[config.mk]
export PLATFORM = sky130hd
export DESIGN_NAME = enc_fixture_top
export DESIGN_NICKNAME = d
export VERILOG_FILES = /design/src/verilog/enc_pkg.sv /design/src/verilog/enc_emulator.sv /design/src/verilog/enc_fixture_top.sv /design/src/verilog/homing_ctrl.sv /design/src/verilog/position_counter.sv /design/src/verilog/quad_decoder.sv
export SDC_FILE = /design/constraint.sdc
export NUM_CORES = 1
export LEC_CHECK = 0
export ABC_AREA = 1
export CORE_MARGIN = 2
export CORE_UTILIZATION = 60
export CTS_BUF_LIST = sky130_fd_sc_hd__clkbuf_8
export CTS_CLUSTER_SIZE = 12
export DETAILED_ROUTE_END_ITERATION = 12
export DONT_BUFFER_PORTS = 1
export PLACE_DENSITY = 0.83
export SLEW_MARGIN = 15
export SYNTH_ARGS = -nofsm -noshare
export SYNTH_HDL_FRONTEND = slang
export SYNTH_SLANG_ARGS = --single-unit
export TNS_END_PERCENT = 50
[constraint.sdc]
create_clock -name out_200hz -period 1.9 [get_ports out_200hz]
set_input_delay 0.38 -clock out_200hz [delete_from_list [all_inputs] [get_ports out_200hz]]
set_output_delay 0.38 -clock out_200hz [all_outputs]
set_load 0.02 [all_outputs]
[src/verilog/enc_pkg.sv]
`default_nettype none

package enc_pkg;

	// ****************************************
	// revolution geometry
	// ****************************************

	// edges per revolution of the emulated encoder.
	localparam int COUNTS_PER_REV = 26;

	// home and index are high while the edge counter sits in this window.
	localparam int INDEX_FIRST = 23;
	localparam int INDEX_LAST = 24;

	localparam int EDGE_W = $clog2(COUNTS_PER_REV);

	// position counter width, two's complement.
	localparam int POS_W = 16;

	typedef logic [EDGE_W-1:0] edge_cnt_t;

	// ****************************************
	// shared types
	// ****************************************

	typedef struct packed {
		logic a;
		logic b;
		logic index;
	} quad_t;

	// one-cycle pulses out of the decoder.
	typedef struct packed {
		logic up;
		logic down;
		logic err;
	} count_evt_t;

	typedef struct packed {
		logic signed [POS_W-1:0] position;
		logic signed [POS_W-1:0] index_pos;
		logic err;
	} pos_status_t;

	typedef enum logic [1:0] {
		IDLE,
		SEEK_HOME,
		ARM_INDEX,
		HOMED
	} ctrl_state_t;

endpackage

`default_nettype wire

[src/verilog/enc_emulator.sv]
`timescale 1ns/100ps
`default_nettype none

module enc_emulator (
	input wire out_200hz,
	input wire rst_n,
	input wire step,
	input wire dir,
	output enc_pkg::quad_t emu_out,
	output logic home
);

	// phase 0..3 maps to (a,b) = 00, 10, 11, 01 in forward order.
	logic [1:0] phase;
	logic [1:0] phase_nxt;
	enc_pkg::edge_cnt_t edge_cnt;
	enc_pkg::edge_cnt_t edge_nxt;
	logic in_window;

	// ****************************************
	// next phase and edge position
	// ****************************************

	always_comb
	begin
		if (dir)
		begin
			phase_nxt = phase + 2'd1;
			if (edge_cnt == enc_pkg::edge_cnt_t'(enc_pkg::COUNTS_PER_REV - 1))
			begin
				edge_nxt = '0;
			end
			else
			begin
				edge_nxt = edge_cnt + 1'b1;
			end
		end
		else
		begin
			phase_nxt = phase - 2'd1;
			if (edge_cnt == '0)
			begin
				edge_nxt = enc_pkg::edge_cnt_t'(enc_pkg::COUNTS_PER_REV - 1);
			end
			else
			begin
				edge_nxt = edge_cnt - 1'b1;
			end
		end
	end

	assign in_window = (edge_nxt >= enc_pkg::edge_cnt_t'(enc_pkg::INDEX_FIRST)) &&
		(edge_nxt <= enc_pkg::edge_cnt_t'(enc_pkg::INDEX_LAST));

	// ****************************************
	// output registers
	// ****************************************

	// the pins are registered from the next state so phase and index move together.
	always_ff @(posedge out_200hz or negedge rst_n)
	begin
		if (!rst_n)
		begin
			phase <= 2'd0;
			edge_cnt <= '0;
			emu_out <= '0;
			home <= 1'b0;
		end
		else if (step)
		begin
			phase <= phase_nxt;
			edge_cnt <= edge_nxt;
			emu_out.a <= phase_nxt[1] ^ phase_nxt[0];
			emu_out.b <= phase_nxt[1];
			emu_out.index <= in_window;
			home <= in_window;
		end
	end

endmodule

`default_nettype wire

[src/verilog/enc_fixture_top.sv]
`timescale 1ns/100ps
`default_nettype none

module enc_fixture_top (
	input wire out_200hz,
	input wire rst_n,
	input wire jog_fwd,
	input wire jog_rev,
	input wire cmd_home,
	input wire enc_pkg::quad_t enc_in,
	input wire home_in,
	output enc_pkg::quad_t emu_out,
	output logic home,
	output enc_pkg::pos_status_t status,
	output logic homed,
	output logic led
);

	logic step;
	logic dir;
	enc_pkg::count_evt_t evt;
	logic index_rise;
	logic home_sync;
	logic arm_zero;
	logic clear_err;
	logic index_seen;

	// ****************************************
	// transmit side
	// ****************************************

	enc_emulator i_emulator (
		.out_200hz (out_200hz),
		.rst_n     (rst_n),
		.step      (step),
		.dir       (dir),
		.emu_out   (emu_out),
		.home      (home)
	);

	homing_ctrl i_ctrl (
		.out_200hz  (out_200hz),
		.rst_n      (rst_n),
		.jog_fwd    (jog_fwd),
		.jog_rev    (jog_rev),
		.cmd_home   (cmd_home),
		.home_sync  (home_sync),
		.index_seen (index_seen),
		.step       (step),
		.dir        (dir),
		.arm_zero   (arm_zero),
		.clear_err  (clear_err),
		.homed      (homed),
		.led        (led)
	);

	// ****************************************
	// receive side
	// ****************************************

	quad_decoder i_decoder (
		.out_200hz  (out_200hz),
		.rst_n      (rst_n),
		.enc_in     (enc_in),
		.home_in    (home_in),
		.evt        (evt),
		.index_rise (index_rise),
		.home_sync  (home_sync)
	);

	position_counter i_counter (
		.out_200hz  (out_200hz),
		.rst_n      (rst_n),
		.evt        (evt),
		.index_rise (index_rise),
		.arm_zero   (arm_zero),
		.clear_err  (clear_err),
		.status     (status),
		.index_seen (index_seen)
	);

endmodule

`default_nettype wire

[src/verilog/homing_ctrl.sv]
`timescale 1ns/100ps
`default_nettype none

module homing_ctrl (
	input wire out_200hz,
	input wire rst_n,
	input wire jog_fwd,
	input wire jog_rev,
	input wire cmd_home,
	input wire home_sync,
	input wire index_seen,
	output logic step,
	output logic dir,
	output logic arm_zero,
	output logic clear_err,
	output logic homed,
	output logic led
);

	enc_pkg::ctrl_state_t state;
	enc_pkg::ctrl_state_t state_nxt;
	logic step_nxt;
	logic dir_nxt;
	logic clear_nxt;

	// ****************************************
	// next state
	// ****************************************

	always_comb
	begin
		state_nxt = state;
		step_nxt = 1'b0;
		dir_nxt = dir;
		clear_nxt = 1'b0;
		case (state)
			enc_pkg::IDLE, enc_pkg::HOMED:
			begin
				if (jog_fwd)
				begin
					step_nxt = 1'b1;
					dir_nxt = 1'b1;
				end
				else if (jog_rev)
				begin
					step_nxt = 1'b1;
					dir_nxt = 1'b0;
				end
			end
			enc_pkg::SEEK_HOME:
			begin
				if (home_sync)
				begin
					state_nxt = enc_pkg::ARM_INDEX;
				end
				else
				begin
					step_nxt = 1'b1;
					dir_nxt = 1'b1;
				end
			end
			// keep turning so an encoder parked on home still meets the next index.
			enc_pkg::ARM_INDEX:
			begin
				if (index_seen)
				begin
					state_nxt = enc_pkg::HOMED;
				end
				else
				begin
					step_nxt = 1'b1;
					dir_nxt = 1'b1;
				end
			end
			default:
			begin
				state_nxt = enc_pkg::IDLE;
			end
		endcase
		// a home command restarts the sequence from any state.
		if (cmd_home)
		begin
			state_nxt = enc_pkg::SEEK_HOME;
			step_nxt = 1'b0;
			clear_nxt = 1'b1;
		end
	end

	always_ff @(posedge out_200hz or negedge rst_n)
	begin
		if (!rst_n)
		begin
			state <= enc_pkg::IDLE;
			step <= 1'b0;
			dir <= 1'b0;
			clear_err <= 1'b0;
			led <= 1'b0;
		end
		else
		begin
			state <= state_nxt;
			step <= step_nxt;
			dir <= dir_nxt;
			clear_err <= clear_nxt;
			case (state_nxt)
				enc_pkg::SEEK_HOME, enc_pkg::ARM_INDEX: led <= ~led;
				enc_pkg::HOMED: led <= 1'b1;
				default: led <= 1'b0;
			endcase
		end
	end

	assign arm_zero = (state == enc_pkg::ARM_INDEX);
	assign homed = (state == enc_pkg::HOMED);

endmodule

`default_nettype wire

[src/verilog/position_counter.sv]
`timescale 1ns/100ps
`default_nettype none

module position_counter (
	input wire out_200hz,
	input wire rst_n,
	input wire enc_pkg::count_evt_t evt,
	input wire index_rise,
	input wire arm_zero,
	input wire clear_err,
	output enc_pkg::pos_status_t status,
	output logic index_seen
);

	logic signed [enc_pkg::POS_W-1:0] pos_nxt;

	// ****************************************
	// position update
	// ****************************************

	// an armed index replaces the count of that cycle with zero.
	always_comb
	begin
		if (index_rise && arm_zero)
		begin
			pos_nxt = '0;
		end
		else if (evt.up)
		begin
			pos_nxt = status.position + 1'b1;
		end
		else if (evt.down)
		begin
			pos_nxt = status.position - 1'b1;
		end
		else
		begin
			pos_nxt = status.position;
		end
	end

	always_ff @(posedge out_200hz or negedge rst_n)
	begin
		if (!rst_n)
		begin
			status <= '0;
			index_seen <= 1'b0;
		end
		else
		begin
			status.position <= pos_nxt;
			index_seen <= index_rise;
			if (index_rise)
			begin
				status.index_pos <= status.position;
			end
			// a new error in the same cycle wins over the clear.
			if (evt.err)
			begin
				status.err <= 1'b1;
			end
			else if (clear_err)
			begin
				status.err <= 1'b0;
			end
		end
	end

endmodule

`default_nettype wire

[src/verilog/quad_decoder.sv]
`timescale 1ns/100ps
`default_nettype none

module quad_decoder (
	input wire out_200hz,
	input wire rst_n,
	input wire enc_pkg::quad_t enc_in,
	input wire home_in,
	output enc_pkg::count_evt_t evt,
	output logic index_rise,
	output logic home_sync
);

	enc_pkg::quad_t sync1;
	enc_pkg::quad_t sync2;
	enc_pkg::quad_t cur;
	enc_pkg::quad_t last;
	logic home_s1;
	logic home_s2;
	logic [1:0] g_cur;
	logic [1:0] g_last;
	logic [1:0] g_diff;

	// ****************************************
	// synchronizer and history
	// ****************************************

	always_ff @(posedge out_200hz or negedge rst_n)
	begin
		if (!rst_n)
		begin
			sync1 <= '0;
			sync2 <= '0;
			cur <= '0;
			last <= '0;
			home_s1 <= 1'b0;
			home_s2 <= 1'b0;
		end
		else
		begin
			sync1 <= enc_in;
			sync2 <= sync1;
			cur <= sync2;
			last <= cur;
			home_s1 <= home_in;
			home_s2 <= home_s1;
		end
	end

	assign home_sync = home_s2;

	// gray position of the (a,b) pair, 0..3 in forward order.
	assign g_cur = {cur.b, cur.a ^ cur.b};
	assign g_last = {last.b, last.a ^ last.b};
	assign g_diff = g_cur - g_last;

	// ****************************************
	// transition decode
	// ****************************************

	// a distance of two means both phases moved at once, which is illegal.
	always_ff @(posedge out_200hz or negedge rst_n)
	begin
		if (!rst_n)
		begin
			evt <= '0;
			index_rise <= 1'b0;
		end
		else
		begin
			evt.up <= (g_diff == 2'd1);
			evt.down <= (g_diff == 2'd3);
			evt.err <= (g_diff == 2'd2);
			index_rise <= cur.index & ~last.index;
		end
	end

endmodule

`default_nettype wire
# == Yosys cells after proc, flatten, opt, wreduce, memory -nomap -nowiden ==
# Index checks and enable logic that the tools add are counted.
# Widths: inputs -> output; s select.
# word_totals
input_bits,9
mem_bits_ro,0
mem_bits_rw,0
reg_bits,68
latchBits,0
out_inout_bits,39
n_memories,0
# op_classes
n_shift,0
eq_ne,13
bitwise,6
addsub,7
order_cmp,2
div_mod_pow,0
n_reduce_logical,9
mux,26
n_mul,0
# op_table
cell,count
$mux 16,3
$add 16x1->16 const B,1
$sub 16x1->16 const B,1
$mux 5,3
$eq 2x2->1 const B,6
$mux 1,12
$mux 2,4
$eq 2x1->1 const B,3
$pmux 1 s3,2
$add 5x1->5 const B,1
$eq 5x5->1 const B,1
$ge 5x5->1 const B,1
$le 5x5->1 const B,1
$logic_not 5->1,1
$sub 5x1->5 const B,1
$ne 2x2->1 const B,2
$pmux 2 s2,1
$reduce_or 2->1,2
$ne 3x3->1 const B,1
$reduce_and 3->1,1
$reduce_bool 3->1,1
$xor 1x1->1,3
$add 2x1->2 const B,1
$logic_and 1x1->1,2
other kinds (7),8

# == Logic depth before layout (Yosys ltp) ==
# Gate-level depths: netlist (run 1).
# logic_depth
ltp_word,6
mapped_depth,12
mapped_depth_nobuf,12

# == Cells and area by module ==
# From an unflattened synthesis (run 1), not the netlist that was laid out.
# unflattened
hier_cells,474
area_unflattened_um2,3804.9
# by_module_without_submodules
module,n_inst,cells_each,area_each_um2
position_counter,1,284,2185.8
enc_emulator,1,105,696.9
quad_decoder,1,42,564.3
homing_ctrl,1,43,357.8

# == Worst setup path after synthesis (run 1) ==
# Ideal clock, no wire load.
# synth_path
path_type,register -> register
from,"register, netlist name i_decoder.evt[2]"
to,"register, netlist name i_counter.status[30]"
arrival_ps,1645
path_slack_ps,137
stages_incl_launch_ff,11
n_path_buf,0
required_time_ps,1783
period_less_slack_ps,1763
cell_sequence,dfrtp_1 > inv_1 > ha_1 > nand2_1 > inv_1 > a21oi_2 > nor2_1 > nor2_1 > nand3_1 > nand3_1 > nand2_1
# synth_between
elab_chain_len,2
elab_cells_between_ends,3
# synth_rtl
item,line_no,rtl
$mux 16,position_counter.sv:28,else if (evt.up)
$mux 16,position_counter.sv:24,if (index_rise && arm_zero)
# Several ways; a longest one is shown, not always the timed one.
# A chain may end at the register's enable or synchronous reset.

# == Worst setup path after layout (run 1) ==
# layout_path
from,register i_ctrl.state[0]
to,register i_ctrl.led
# layout_between
elab_chain_len,6
elab_cells_between_ends,11
# layout_rtl
item,line_no,rtl
from (decl),homing_ctrl.sv:20,enc_pkg::ctrl_state_t state;
from (signal assigned),homing_ctrl.sv:93,state <= enc_pkg::IDLE;
from (signal assigned),homing_ctrl.sv:101,state <= state_nxt;
"$eq 2x2->1, or another cell as far along",homing_ctrl.sv:36,case (state)
$pmux 2 s2 (*),homing_ctrl.sv:36,
$mux 2 (*),homing_ctrl.sv:81,if (cmd_home)
$eq 2x1->1 or $eq 2x2->1 (tied branches),homing_ctrl.sv:105,case (state_nxt)
$reduce_or 2->1,homing_ctrl.sv:105,
$pmux 1 s2 (*),homing_ctrl.sv:105,
to (signal assigned),homing_ctrl.sv:106,"enc_pkg::SEEK_HOME, enc_pkg::ARM_INDEX: led <= ~led;"
to (decl),homing_ctrl.sv:17,output logic led
# Mark *: on every way between the ends. The rest lies on a longest branch, timed or not.

==> impl_results.md, run 1 <==
- CTS max path bufs: 2
- Initial Utilization: 61.98%
- Type of the worst setup path: flop to flop
- Area of the core: 5921 um2
- Core utilization of the finished layout: 71.64%
- Worst-skew pair later-pin latency: 0.35 ns
- Share of the clock period used by the worst path after layout: 97.02%
- Number of violations reported at the end of detailed-routing iteration 0: 188
- Category of the worst setup path launch point: flop
- Reg-to-reg critical path startpoint: i_ctrl.state[0]
- GPL Wtd Cong: 0.8591
- Fin cells: 562
- Share of layout cells above drive strength 1: 18.69%
- VDD IR max: 1.072 mV
- Max-slew violation count: 0
- Share of total power in sequential cells: 31.5%
- Power density of the placed cells: 2009 nW/um2
- Commonest non-fill, non-tap cell in the layout: sky130_fd_sc_hd__nand2_1
- Synth warnings: 0
- Int Power: 4.405 mW
- Pin count of the biggest net entering global routing: 68
- Die boundary width: 82.21 um
- Nets@finish: 517
- Result of the run: complete, but fails checks
- Total I/O pin count: 48
- Worst slew pin tran: 0.4013 ns
- Unrepaired setup endpoints after global routing: true
- Relative max-transition margin: 73.24%
- Dominant register cell in the synthesized netlist: sky130_fd_sc_hd__dfrtp_1
- Final-report setup violation count: 0
- HPWL reported at the end of detailed placement: 5.610 mm
- H-tree depth reported by CTS: 3
- Number of antenna-violating nets in the routed design: 0
- Area contributors post-synth: sky130_fd_sc_hd__dfrtp_1, sky130_fd_sc_hd__nand2_1, sky130_fd_sc_hd__ha_1
- Static leakage: 2.217 nW
- Switching share of power: 48.30%
- Data arrival, critical path: 2.08 ns
- Initial antenna violation count: 0
- Number of nets produced by synthesis: 477
- Placement row count: 28
- Vias in the first global route: 3087
- Global Route Usage Sum: 25.23%
- Vias per cell: 5.367
- Part of the total power dissipated in the clock network: 12.3%
- Input/output buffers: 0
- Final count of hold timing violations: 67
- Power, Total: 8.520 mW
- Number of instances in the placed design: 541
- Combinational fraction of design power: 56.2%
- Netlist Area Pre-Place: 3670 um2
- Fill cell total of the finished layout: 459
- Start point of the critical path: i_ctrl.state[0]
- Average wire length per cell after detail routing: 14.38 um
- Setup Skew: 0.01223 ns
- Overall die area: 6758 um2
- Synthesized area per cell: 8.303 um2
- Share of flip-flops with an asynchronous set or reset after synthesis: 100.0%
- Reg clk slew, reported paths: 0.08 ns
- Commonest cells after routing, fill and taps aside: sky130_fd_sc_hd__nand2_1, sky130_fd_sc_hd__dfrtp_1, sky130_fd_sc_hd__inv_1, sky130_fd_sc_hd__buf_4, sky130_fd_sc_hd__nor2_1
- Post-layout minimum cycle time: 1.843 ns
- Reg-to-reg setup timing slack: 0.06 ns
- Number of instances in the synthesized netlist: 442
- Count of flip-flops with a built-in enable after synthesis: 0
- Count of vias placed by the detailed router: 3016
- Violated checks: negative hold slack
- DRC violations left: 0
- Class of the worst hold path: primary input to asynchronous set/reset pin
- Fmax achieved: 0.5425 GHz
- Worst-case hold slack: -0.2854 ns
- Area share of the largest cell type after synthesis: 45.69%
- Antenna diode count: 0
- CTS tree: yes
- Maximum capacitance violations: 0
- Detailed-router iteration count before antenna repair: 5
- Number of register bits inferred by synthesis: 67
- Height of the die: 82.21 um
- Master cell of the clock root buffer: sky130_fd_sc_hd__clkbuf_8
- Maximum fanout along the worst path: 3
- Sequential-to-total area share from yosys stat: 45.69%
- Cell variety after synth: 35
- Wire length of the first global-routing pass: 12.97 mm
- Power spent charging and discharging nets: 4.115 mW
- GR Overflow Total: 0
- Biggest area consumer among synthesized cells: sky130_fd_sc_hd__dfrtp_1
- Data required time at the worst endpoint: 2.14 ns
- Endpoint kind of the worst setup timing path: flop
- Layout overhead on the synthesized area: 15.58%
- Sink Count: 67
- Total Routed Length: 8.080 mm
- CTS buffer count: 9
power by group through the flow:
stage | logic, mW | clock network, mW | registers, mW
2_1_floorplan | 3.05 | 0 | 2.72
3_3_place_gp | 4.25 | 0 | 2.67
3_5_place_dp | 4.42 | 0 | 2.70
4_1_cts | 4.50 | 1.07 | 2.68
5_1_grt | 5.39 | 1.11 | 2.77
6_report | 4.79 | 1.05 | 2.69
flip-flops by register name, indices dropped and copies added, names as in the netlist, 2 cells and up:
name,count
i_counter.status,33
i_emulator.edge_cnt,5
i_decoder.cur,3
i_decoder.evt,3
i_decoder.sync1,3
i_decoder.sync2,3
i_ctrl.state,2
i_decoder.last,2
i_emulator.emu_out,2
i_emulator.phase,2
per-layer routing:
layer | vias to the layer above | share of wire, % | GRT usage, %
met5 | - | 0 | 0
met4 | 0 | 1.8 | 11.00
met3 | 19 | 5.3 | 5.109
met2 | 100 | 50 | 43.95
met1 | 1413 | 43 | 30.10
li1 | 1484 | - | -
synth_stat cells, types with 2 or more instances:
master                     number
sky130_fd_sc_hd__o22ai_1        2
sky130_fd_sc_hd__a21oi_1       25
sky130_fd_sc_hd__nor2_1        31
sky130_fd_sc_hd__ha_1          25
sky130_fd_sc_hd__clkbuf_1       2
sky130_fd_sc_hd__o21bai_1       3
sky130_fd_sc_hd__nand3b_1       4
sky130_fd_sc_hd__nand3_1       30
sky130_fd_sc_hd__inv_2          4
sky130_fd_sc_hd__dfrtp_1       67
sky130_fd_sc_hd__nor2_2         2
sky130_fd_sc_hd__nand3_2        2
sky130_fd_sc_hd__buf_4          4
sky130_fd_sc_hd__xor2_1         7
sky130_fd_sc_hd__inv_1         58
sky130_fd_sc_hd__nand2_1      121
sky130_fd_sc_hd__nand4_1        2
sky130_fd_sc_hd__nand2_2        5
sky130_fd_sc_hd__mux2_2         8
sky130_fd_sc_hd__a21oi_2        2
sky130_fd_sc_hd__xnor2_1        3
sky130_fd_sc_hd__o21ai_0       18
sky130_fd_sc_hd__o21ai_1        5
kinds of logic (layout without fill, tap and decap cells):
| kind of cell | count (synthesis) | in the layout | synth area share [%] |
|---|---|---|---|
| buffers and inverters | 71 | 116 | 7.910 |
| AO/OA/AOI/OAI | 56 | 56 | 8.251 |
| adder cells (fa/ha/maj) | 26 | 26 | 9.069 |
| XOR/XNOR | 10 | 10 | 2.387 |
| multiplexers | 8 | 8 | 2.455 |
| AND/OR/NAND/NOR | 204 | 204 | 24.24 |
| flip-flops | 67 | 67 | 45.69 |
repair_timing:
action | CTS | global route
pin swaps | 0 | 4
cloned | 0 | 0
endpoints found under the setup margin | 1 | 9
resized for setup | 1 | 15
endpoints found under the hold margin | 67 | 67
setup buffers | 0 | 5
metrics by stage:
| step | instance area (um2) | TNS (ns) | hold WS, ns | setup slack, ns |
|---|---|---|---|---|
| 6_report | 4242 | 0 | -0.2854 | 0.05671 |
| 5_1_grt | 4242 | -0.1202 | -0.2984 | -0.06717 |
| 4_1_cts | 4139 | 0 | -0.2944 | 0.01516 |
| 3_5_place_dp | 3963 | -0.01371 | 0.08640 | -0.01371 |
| 3_3_place_gp | 3963 | 0 | 0.08668 | 0.1057 |
| 2_1_floorplan | 3670 | 0 | 0.08441 | 0.1375 |
worst paths after layout:
check                                       end  cells after the start
max                                  i_ctrl.led                     10
min reg2reg                 i_decoder.home_sync                      0
min                            i_ctrl.clear_err                      0
min in group out_200hz         i_ctrl.clear_err                      0
max reg2reg                          i_ctrl.led                     10
max in group asynchronous  i_counter.status[30]                      0
critical path, stage by stage (launching register included):
cell and delay, ns:
sky130_fd_sc_hd__dfrtp_1 0.40, sky130_fd_sc_hd__inv_2 0.10, sky130_fd_sc_hd__ha_4 0.21, sky130_fd_sc_hd__inv_1 0.08
sky130_fd_sc_hd__o21ai_1 0.09, sky130_fd_sc_hd__nor2_1 0.18, sky130_fd_sc_hd__inv_1 0.08, sky130_fd_sc_hd__a21oi_2 0.17
sky130_fd_sc_hd__ha_1 0.26, sky130_fd_sc_hd__a21oi_2 0.12, sky130_fd_sc_hd__nor2_1 0.05
area by class of cell:
type                    instances  area (um2)  share of cell area (%)
flip-flops and latches         67        1677                   39.53
clock inverters                 6       35.03                  0.8260
clock buffers                  10       137.6                   3.245
inverters                      63       236.5                   5.575
multi-input cells             304        1772                   41.77
well taps                      75       93.84                   2.212
repair buffers                 37       290.3                   6.844
(Power assumes the default switching activity.)
==> run 2, diff against run 1 <==
--- a/config.mk
+++ b/config.mk
@@ -6,15 +6,15 @@
 export NUM_CORES = 1
 export LEC_CHECK = 0
 export ABC_AREA = 1
+export BUFFER_PORTS_ARGS = -buffer_cell sky130_fd_sc_hd__buf_4
 export CORE_MARGIN = 2
-export CORE_UTILIZATION = 60
+export CORE_UTILIZATION = 54
 export CTS_BUF_LIST = sky130_fd_sc_hd__clkbuf_8
 export CTS_CLUSTER_SIZE = 12
 export DETAILED_ROUTE_END_ITERATION = 12
-export DONT_BUFFER_PORTS = 1
-export PLACE_DENSITY = 0.83
+export PLACE_DENSITY = 0.82
 export SLEW_MARGIN = 15
 export SYNTH_ARGS = -nofsm -noshare
 export SYNTH_HDL_FRONTEND = slang
 export SYNTH_SLANG_ARGS = --single-unit
-export TNS_END_PERCENT = 50
+export TNS_END_PERCENT = 1
==> impl_results.md, run 2 (same netlist as run 1, synthesis figures left out) <==
- Vias per cell: 5.536 (+3.2%)
- HPWL reported at the end of detailed placement: 5.671 mm (+1.1%)
- Share of layout cells above drive strength 1: 34.72% (+16 points)
- Initial antenna violation count: 0 (unchanged)
- Worst R2R End: i_counter.status[29]
- Setup Skew: 0.01118 ns (-0.001050 ns)
- Master cell of the clock root buffer: sky130_fd_sc_hd__clkbuf_8
- Int Power: 5.313 mW (+21%)
- Post-layout minimum cycle time: 2.082 ns (+0.2391 ns)
- Final count of hold timing violations: 0 (-100%)
- Switching share of power: 47.93% (-0.37 points)
- Unrepaired setup endpoints after global routing: true
- Count of vias placed by the detailed router: 3377 (+12%)
- VDD IR max: 1.291 mV (+21%)
- Start point of the critical path: i_decoder.evt[2]
- Share of total power in sequential cells: 24.5% (-7.0 points)
- GPL Wtd Cong: 0.8857 (+3.1%)
- Global Route Usage Sum: 23.91% (-1.3 points)
- FF-to-FF path depth: 11 (+1)
- Antenna diode count: 0 (unchanged)
- Data arrival, critical path: 2.32 ns (+0.24 ns)
- Commonest cells after routing, fill and taps aside: sky130_fd_sc_hd__nand2_1, sky130_fd_sc_hd__buf_4, sky130_fd_sc_hd__dfrtp_1, sky130_fd_sc_hd__inv_1, sky130_fd_sc_hd__nor2_1
- Critical Path Slowest Stage Cell: sky130_fd_sc_hd__dfrtp_1
- Most flops, register: i_counter.status
- Commonest non-fill, non-tap cell in the layout: sky130_fd_sc_hd__nand2_1
- Die boundary width: 86.44 um (+5.1%)
- Input/output buffers: 47 (+47)
- Static leakage: 2.471 nW (+12%)
- Worst-skew pair later-pin latency: 0.35 ns (about the same)
- Reg-to-reg setup timing slack: -0.18 ns (-0.24 ns)
- Average wire length per cell after detail routing: 16.10 um (+12%)
- Biggest regs: i_counter.status (33), i_emulator.edge_cnt (5)
- CTS tree: yes
- Pin count of the biggest net entering global routing: 38 (-44%)
- Delay of the slowest cell on the worst path: 0.40 ns (about the same)
- Worst path setup slack after routing: -0.1824 ns (-0.2391 ns)
- Data required time at the worst endpoint: 2.14 ns (about the same)
- Result of the run: complete, but fails checks
- Number of antenna-violating nets in the routed design: 0 (unchanged)
- Vias in the first global route: 3096 (+0.29%)
- Worst-case hold slack: 0.1270 ns (+0.4125 ns)
- Type of the worst setup path: flop to flop
- Nets@finish: 561 (+8.5%)
- Share of the clock period used by the worst path after layout: 109.6% (+13 points)
- Fmax achieved: 0.4802 GHz (-11%)
- Reg-to-reg critical path startpoint: i_decoder.evt[2]
- Total I/O pin count: 48 (unchanged)
- Class of the worst hold path: primary input to flop
- Fill cell total of the finished layout: 440 (-4.1%)
- Detailed-router iteration count before antenna repair: 5 (unchanged)
- Number of violations reported at the end of detailed-routing iteration 0: 225 (+20%)
- Maximum capacitance violations: 0 (unchanged)
- Power, Total: 10.20 mW (+20%)
- Final-report setup violation count: 9 (+9)
- Sink Count: 67 (unchanged)
- Worst slew pin tran: 0.4417 ns (+0.04039 ns)
- End point of the critical path: i_counter.status[29]
- Initial Utilization: 54.93% (-7.1 points)
- Category of the worst setup path launch point: flop
- Violated checks: negative setup slack
- Relative max-transition margin: 70.55% (-2.7 points)
- Area of the core: 6681 um2 (+13%)
- Layout overhead on the synthesized area: 33.41%
- Height of the die: 86.44 um (+5.1%)
- Power density of the placed cells: 2084 nW/um2 (+3.8%)
- Maximum fanout along the worst path: 6 (+3)
- Max reg flops: 33 (unchanged)
- DRC violations left: 0 (unchanged)
- Reg clk slew, reported paths: 0.08 ns (about the same)
- Critical Path Most Common Cell: sky130_fd_sc_hd__nand2_1
- Overall die area: 7471 um2 (+11%)
- Endpoint kind of the worst setup timing path: flop
- Part of the total power dissipated in the clock network: 11.5% (-0.8 points)
- Wire length of the first global-routing pass: 14.06 mm (+8.5%)
- H-tree depth reported by CTS: 3 (unchanged)
- Total Routed Length: 9.819 mm (+22%)
- GR Overflow Total: 0 (unchanged)
- Cell-by-cell trace of the critical path: clkinvlp_4, buf_12, buf_6, ha_4, nand2_1, nor2_1, nand3_1, nand3_1, nand2_1, nand2_1, o21ai_1
- Combinational fraction of design power: 64.0% (+7.8 points)
- Core utilization of the finished layout: 73.28% (+1.6 points)
- Max-slew violation count: 0 (unchanged)
- CTS buffer count: 9 (unchanged)
- Placement row count: 30 (+7.1%)
- CTS max path bufs: 2 (unchanged)
- Power spent charging and discharging nets: 4.891 mW (+19%)
run 2: critical path: cells and delay by family, from the launching register on:
| kind | cells | cell delay [ns] |
|---|---|---|
| buf+inv | 3 | 0.41 |
| simple gates | 6 | 0.78 |
| fa+ha+maj | 1 | 0.30 |
| compound gates | 1 | 0.07 |
| flops | 1 | 0.40 |
run 2: what timing repair did:
item                                    in CTS  in global routing
endpoints found under the hold margin       16                  0
pin swaps                                    4                 31
gates resized for setup                     17                 67
endpoints found under the setup margin      11                 14
hold buffers                                 1                  0
buffers inserted                             7                  7
run 2: layer usage:
| layer | global-route usage (%) | wire, um | vias to the layer above |
|---|---|---|---|
| met5 | 0 | 0 | - |
| met4 | 10.80 | 218 | 0 |
| met3 | 5.238 | 548 | 26 |
| met2 | 38.46 | 5066 | 142 |
| met1 | 31.05 | 3985 | 1626 |
| li1 | - | - | 1583 |
run 2: layout make-up:
| cell class | count | area, um2 | share of cell area, % |
|---|---|---|---|
| flip-flops and latches | 67 | 1677 | 34.24 |
| multi-input cells | 304 | 2023 | 41.32 |
| well taps | 80 | 100.1 | 2.044 |
| clock buffers | 9 | 123.9 | 2.530 |
| clock inverters | 6 | 66.31 | 1.354 |
| inverters | 63 | 247.7 | 5.060 |
| repair buffers | 81 | 658.1 | 13.44 |
run 2: how the worst min path moves through the flow:
stage                            start                   end  slack, ns  depth (start not counted)
detailed placement  i_decoder.sync1[1]    i_decoder.sync2[1]       0.34                          0
finish                       enc_in[0]    i_decoder.sync1[0]       0.13                          1
global route                 enc_in[0]    i_decoder.sync1[0]       0.11                          1
floorplan                        rst_n  i_counter.index_seen       0.08                          0
global placement    i_decoder.sync1[2]    i_decoder.sync2[2]       0.33                          0
CTS                            home_in     i_decoder.home_s1       0.13                          1
run 2: metrics by stage:
stage,instances,TNS [ns],setup WS [ns],instance area [um2]
final,610,-0.6889,-0.1824,4896
after global routing,610,-2.180,-0.2651,4896
after CTS,603,-0.1251,-0.03141,4608
after detailed placement,580,-0.7476,-0.1205,4224
after global placement,580,-0.09412,-0.04207,4224
after floorplan,442,0,0.1375,3670
run 2: power groups by stage:
stage,clock network (mW),logic [mW],registers [mW]
after CTS,1.18,5.34,2.47
after global routing,1.27,7.01,2.56
after detailed placement,0,4.96,2.45
after floorplan,0,3.05,2.72
final,1.18,6.53,2.50
after global placement,0,4.77,2.42
==> run 3, diff against run 2 <==
--- a/config.mk
+++ b/config.mk
@@ -7,10 +7,12 @@
 export LEC_CHECK = 0
 export ABC_AREA = 1
 export BUFFER_PORTS_ARGS = -buffer_cell sky130_fd_sc_hd__buf_4
+export CELL_PAD_IN_SITES_DETAIL_PLACEMENT = 0
+export CELL_PAD_IN_SITES_GLOBAL_PLACEMENT = 1
 export CORE_MARGIN = 2
-export CORE_UTILIZATION = 54
+export CORE_UTILIZATION = 40
 export CTS_BUF_LIST = sky130_fd_sc_hd__clkbuf_8
-export CTS_CLUSTER_SIZE = 12
+export CTS_CLUSTER_SIZE = 25
 export DETAILED_ROUTE_END_ITERATION = 12
 export PLACE_DENSITY = 0.82
 export SLEW_MARGIN = 15
==> impl_results.md, run 3 (same netlist as run 1, synthesis figures left out) <==
- Total Routed Length: 7.611 mm (-22%)
- Data required time at the worst endpoint: 2.15 ns (about the same)
- Metal2 WL: 3.488 mm (-31%)
- Setup Skew: 0.005694 ns (-0.005490 ns)
- Worst-case hold slack: -0.003146 ns (-0.1302 ns)
- DRC violations left: 0 (unchanged)
- Area of the core: 8806 um2 (+32%)
- Master cell of the clock root buffer: sky130_fd_sc_hd__clkbuf_8
- Violated checks: negative hold slack
- Share of layout cells above drive strength 1: 24.38% (-10 points)
- Average wire length per cell after detail routing: 12.02 um (-25%)
- Post-layout minimum cycle time: 1.814 ns (-0.2684 ns)
- Worst path top cell family by delay: adder cells
- VDD IR max: 0.9073 mV (-30%)
- Number of antenna-violating nets in the routed design: 0 (unchanged)
- Commonest non-fill, non-tap cell in the layout: sky130_fd_sc_hd__nand2_1
- Die boundary width: 99.79 um (+15%)
- Share of the clock period used by the worst path after layout: 95.48% (-14 points)
- Relative max-transition margin: 66.08% (-4.5 points)
- Metal3 WL: 297 um (-46%)
- Data arrival, critical path: 2.06 ns (-0.26 ns)
- Critical Path Most Common Cell: sky130_fd_sc_hd__inv_1
- Unrepaired setup endpoints after global routing: true
- Detailed-router iteration count before antenna repair: 4 (-1)
- Final count of hold timing violations: 1 (+1)
- Core utilization of the finished layout: 52.10% (-21 points)
- Biggest regs: i_counter.status (33), i_emulator.edge_cnt (5)
- Initial antenna violation count: 0 (unchanged)
- Wire length of the first global-routing pass: 13.05 mm (-7.2%)
- Total I/O pin count: 48 (unchanged)
- Layout overhead on the synthesized area: 25.03%
- Worst slew pin tran: 0.5089 ns (+0.06711 ns)
- Final-report setup violation count: 0 (-9)
- Fmax achieved: 0.5512 GHz (+15%)
- H-tree depth reported by CTS: 3 (unchanged)
- Type of the worst setup path: flop to flop
- Vias per cell: 4.795 (-13%)
- Cell-by-cell trace of the critical path: inv_1, ha_1, inv_1, o21ai_0, nor2_1, inv_1, a21oi_2, ha_1, a21oi_1, nor2_1
- Class of the worst hold path: primary input to asynchronous set/reset pin
- Worst-skew pair later-pin latency: 0.35 ns (about the same)
- Pin count of the biggest net entering global routing: 39 (+2.6%)
- Maximum capacitance violations: 0 (unchanged)
- CTS buffer count: 9 (unchanged)
- Buffering stage count on the worst path with inverters included: 3 (unchanged)
- Routed length on met1: 3.719 mm (-6.7%)
- Max reg flops: 33 (unchanged)
- CTS max path bufs: 2 (unchanged)
- Critical Path Slowest Stage Cell: sky130_fd_sc_hd__dfrtp_1
- Antenna diode count: 0 (unchanged)
- Max-slew violation count: 0 (unchanged)
- Sink Count: 67 (unchanged)
- Number of instances in the placed design: 618 (+6.6%)
- GR Overflow Total: 0 (unchanged)
- Number of violations reported at the end of detailed-routing iteration 0: 81 (-64%)
- Top Metal Used: met4
- Reg clk slew, reported paths: 0.08 ns (about the same)
- Fin cells: 633 (+3.8%)
- Fill cell total of the finished layout: 835 (+90%)
- Initial Utilization: 41.67% (-13 points)
- CTS tree: yes
- Height of the die: 99.79 um (+15%)
- Static leakage: 2.425 nW (-1.9%)
- Overall die area: 9957 um2 (+33%)
- Count of vias placed by the detailed router: 3035 (-10%)
- Placement row count: 34 (+13%)
- Global Route Usage Sum: 16.57% (-7.3 points)
- Endpoint kind of the worst setup timing path: flop
- GPL Wtd Cong: 0.8676 (-2.0%)
- HPWL reported at the end of detailed placement: 5.634 mm (-0.65%)
- Nets@finish: 556 (-0.89%)
- Power density of the placed cells: 1941 nW/um2 (-6.8%)
- Result of the run: complete, but fails checks
- Maximum fanout along the worst path: 3 (-3)
- Vias in the first global route: 2831 (-8.6%)
- Cts-stage hold buffer count: 0 (-1)
- FF-to-FF path depth: 10 (-1)
- Delay of the slowest cell on the worst path: 0.35 ns (-0.05 ns)
- Number of cells on the critical path: 10 (-1)
- Input/output buffers: 47 (unchanged)
- Category of the worst setup path launch point: flop
- Most flops, register: i_counter.status
- Commonest cells after routing, fill and taps aside: sky130_fd_sc_hd__nand2_1, sky130_fd_sc_hd__buf_4, sky130_fd_sc_hd__dfrtp_1, sky130_fd_sc_hd__inv_1, sky130_fd_sc_hd__nor2_1
==> run 3: worst paths after layout <==
kind / start / end / slack [ns]
worst min register to register: i_decoder.sync2[0] / i_decoder.cur[0] / 0.35
max in group asynchronous: rst_n / i_emulator.edge_cnt[0] / 1.37
worst max-delay path: i_ctrl.state[0] / i_ctrl.led / 0.09
worst min-delay path: rst_n / i_counter.status[6] / -0.003
min in group out_200hz: enc_in[2] / i_decoder.sync1[2] / 0.13
worst max register to register: i_ctrl.state[0] / i_ctrl.led / 0.09
==> run 3: area by class of cell <==
class                      instances  area, um2  area share, %
inverter                          63      236.5          5.154
clock buffer                       9      123.9          2.700
timing repair buffer              76      599.3          13.06
sequential                        67       1677          36.54
clock inverter                     6      66.31          1.445
tap                              108      135.1          2.945
multi-input combinational        304       1750          38.15
==> run 3: what timing repair did <==
item	in CTS	in global routing
gates resized for setup	0	12
hold endpoints to repair	0	0
setup buffers	0	0
setup endpoints to repair	0	9
==> run 3: per-stage QoR <==
stage	TNS [ns]	power, mW	setup slack [ns]	hold slack [ns]	cell area [um2]
detailed placement	0	7.657	0.04593	0.3347	4347
finish	0	8.907	0.08593	-0.003146	4588
global placement	0	7.557	0.1050	0.3314	4347
floorplan	0	5.774	0.1375	0.08441	3670
global route	-0.07416	9.785	-0.07416	0.03247	4588
CTS	0	8.873	0.04153	0.01317	4537
==> run 3: layer usage <==
metal / vias to the layer above / GRT usage, %
met2: 51 / 26.46
met5: - / 0
met4: 0 / 5.058
met1: 1402 / 22.35
li1: 1571 / -
met3: 11 / 4.248
==> run 3: where the power goes <==
| part | leakage [nW] | internal (mW) | switching (mW) | total [mW] |
|---|---|---|---|---|
| combinational | 1.52 | 2.33 | 3.00 | 5.33 |
| clock | 0.0994 | 0.603 | 0.575 | 1.18 |
| sequential | 0.804 | 1.93 | 0.472 | 2.40 |
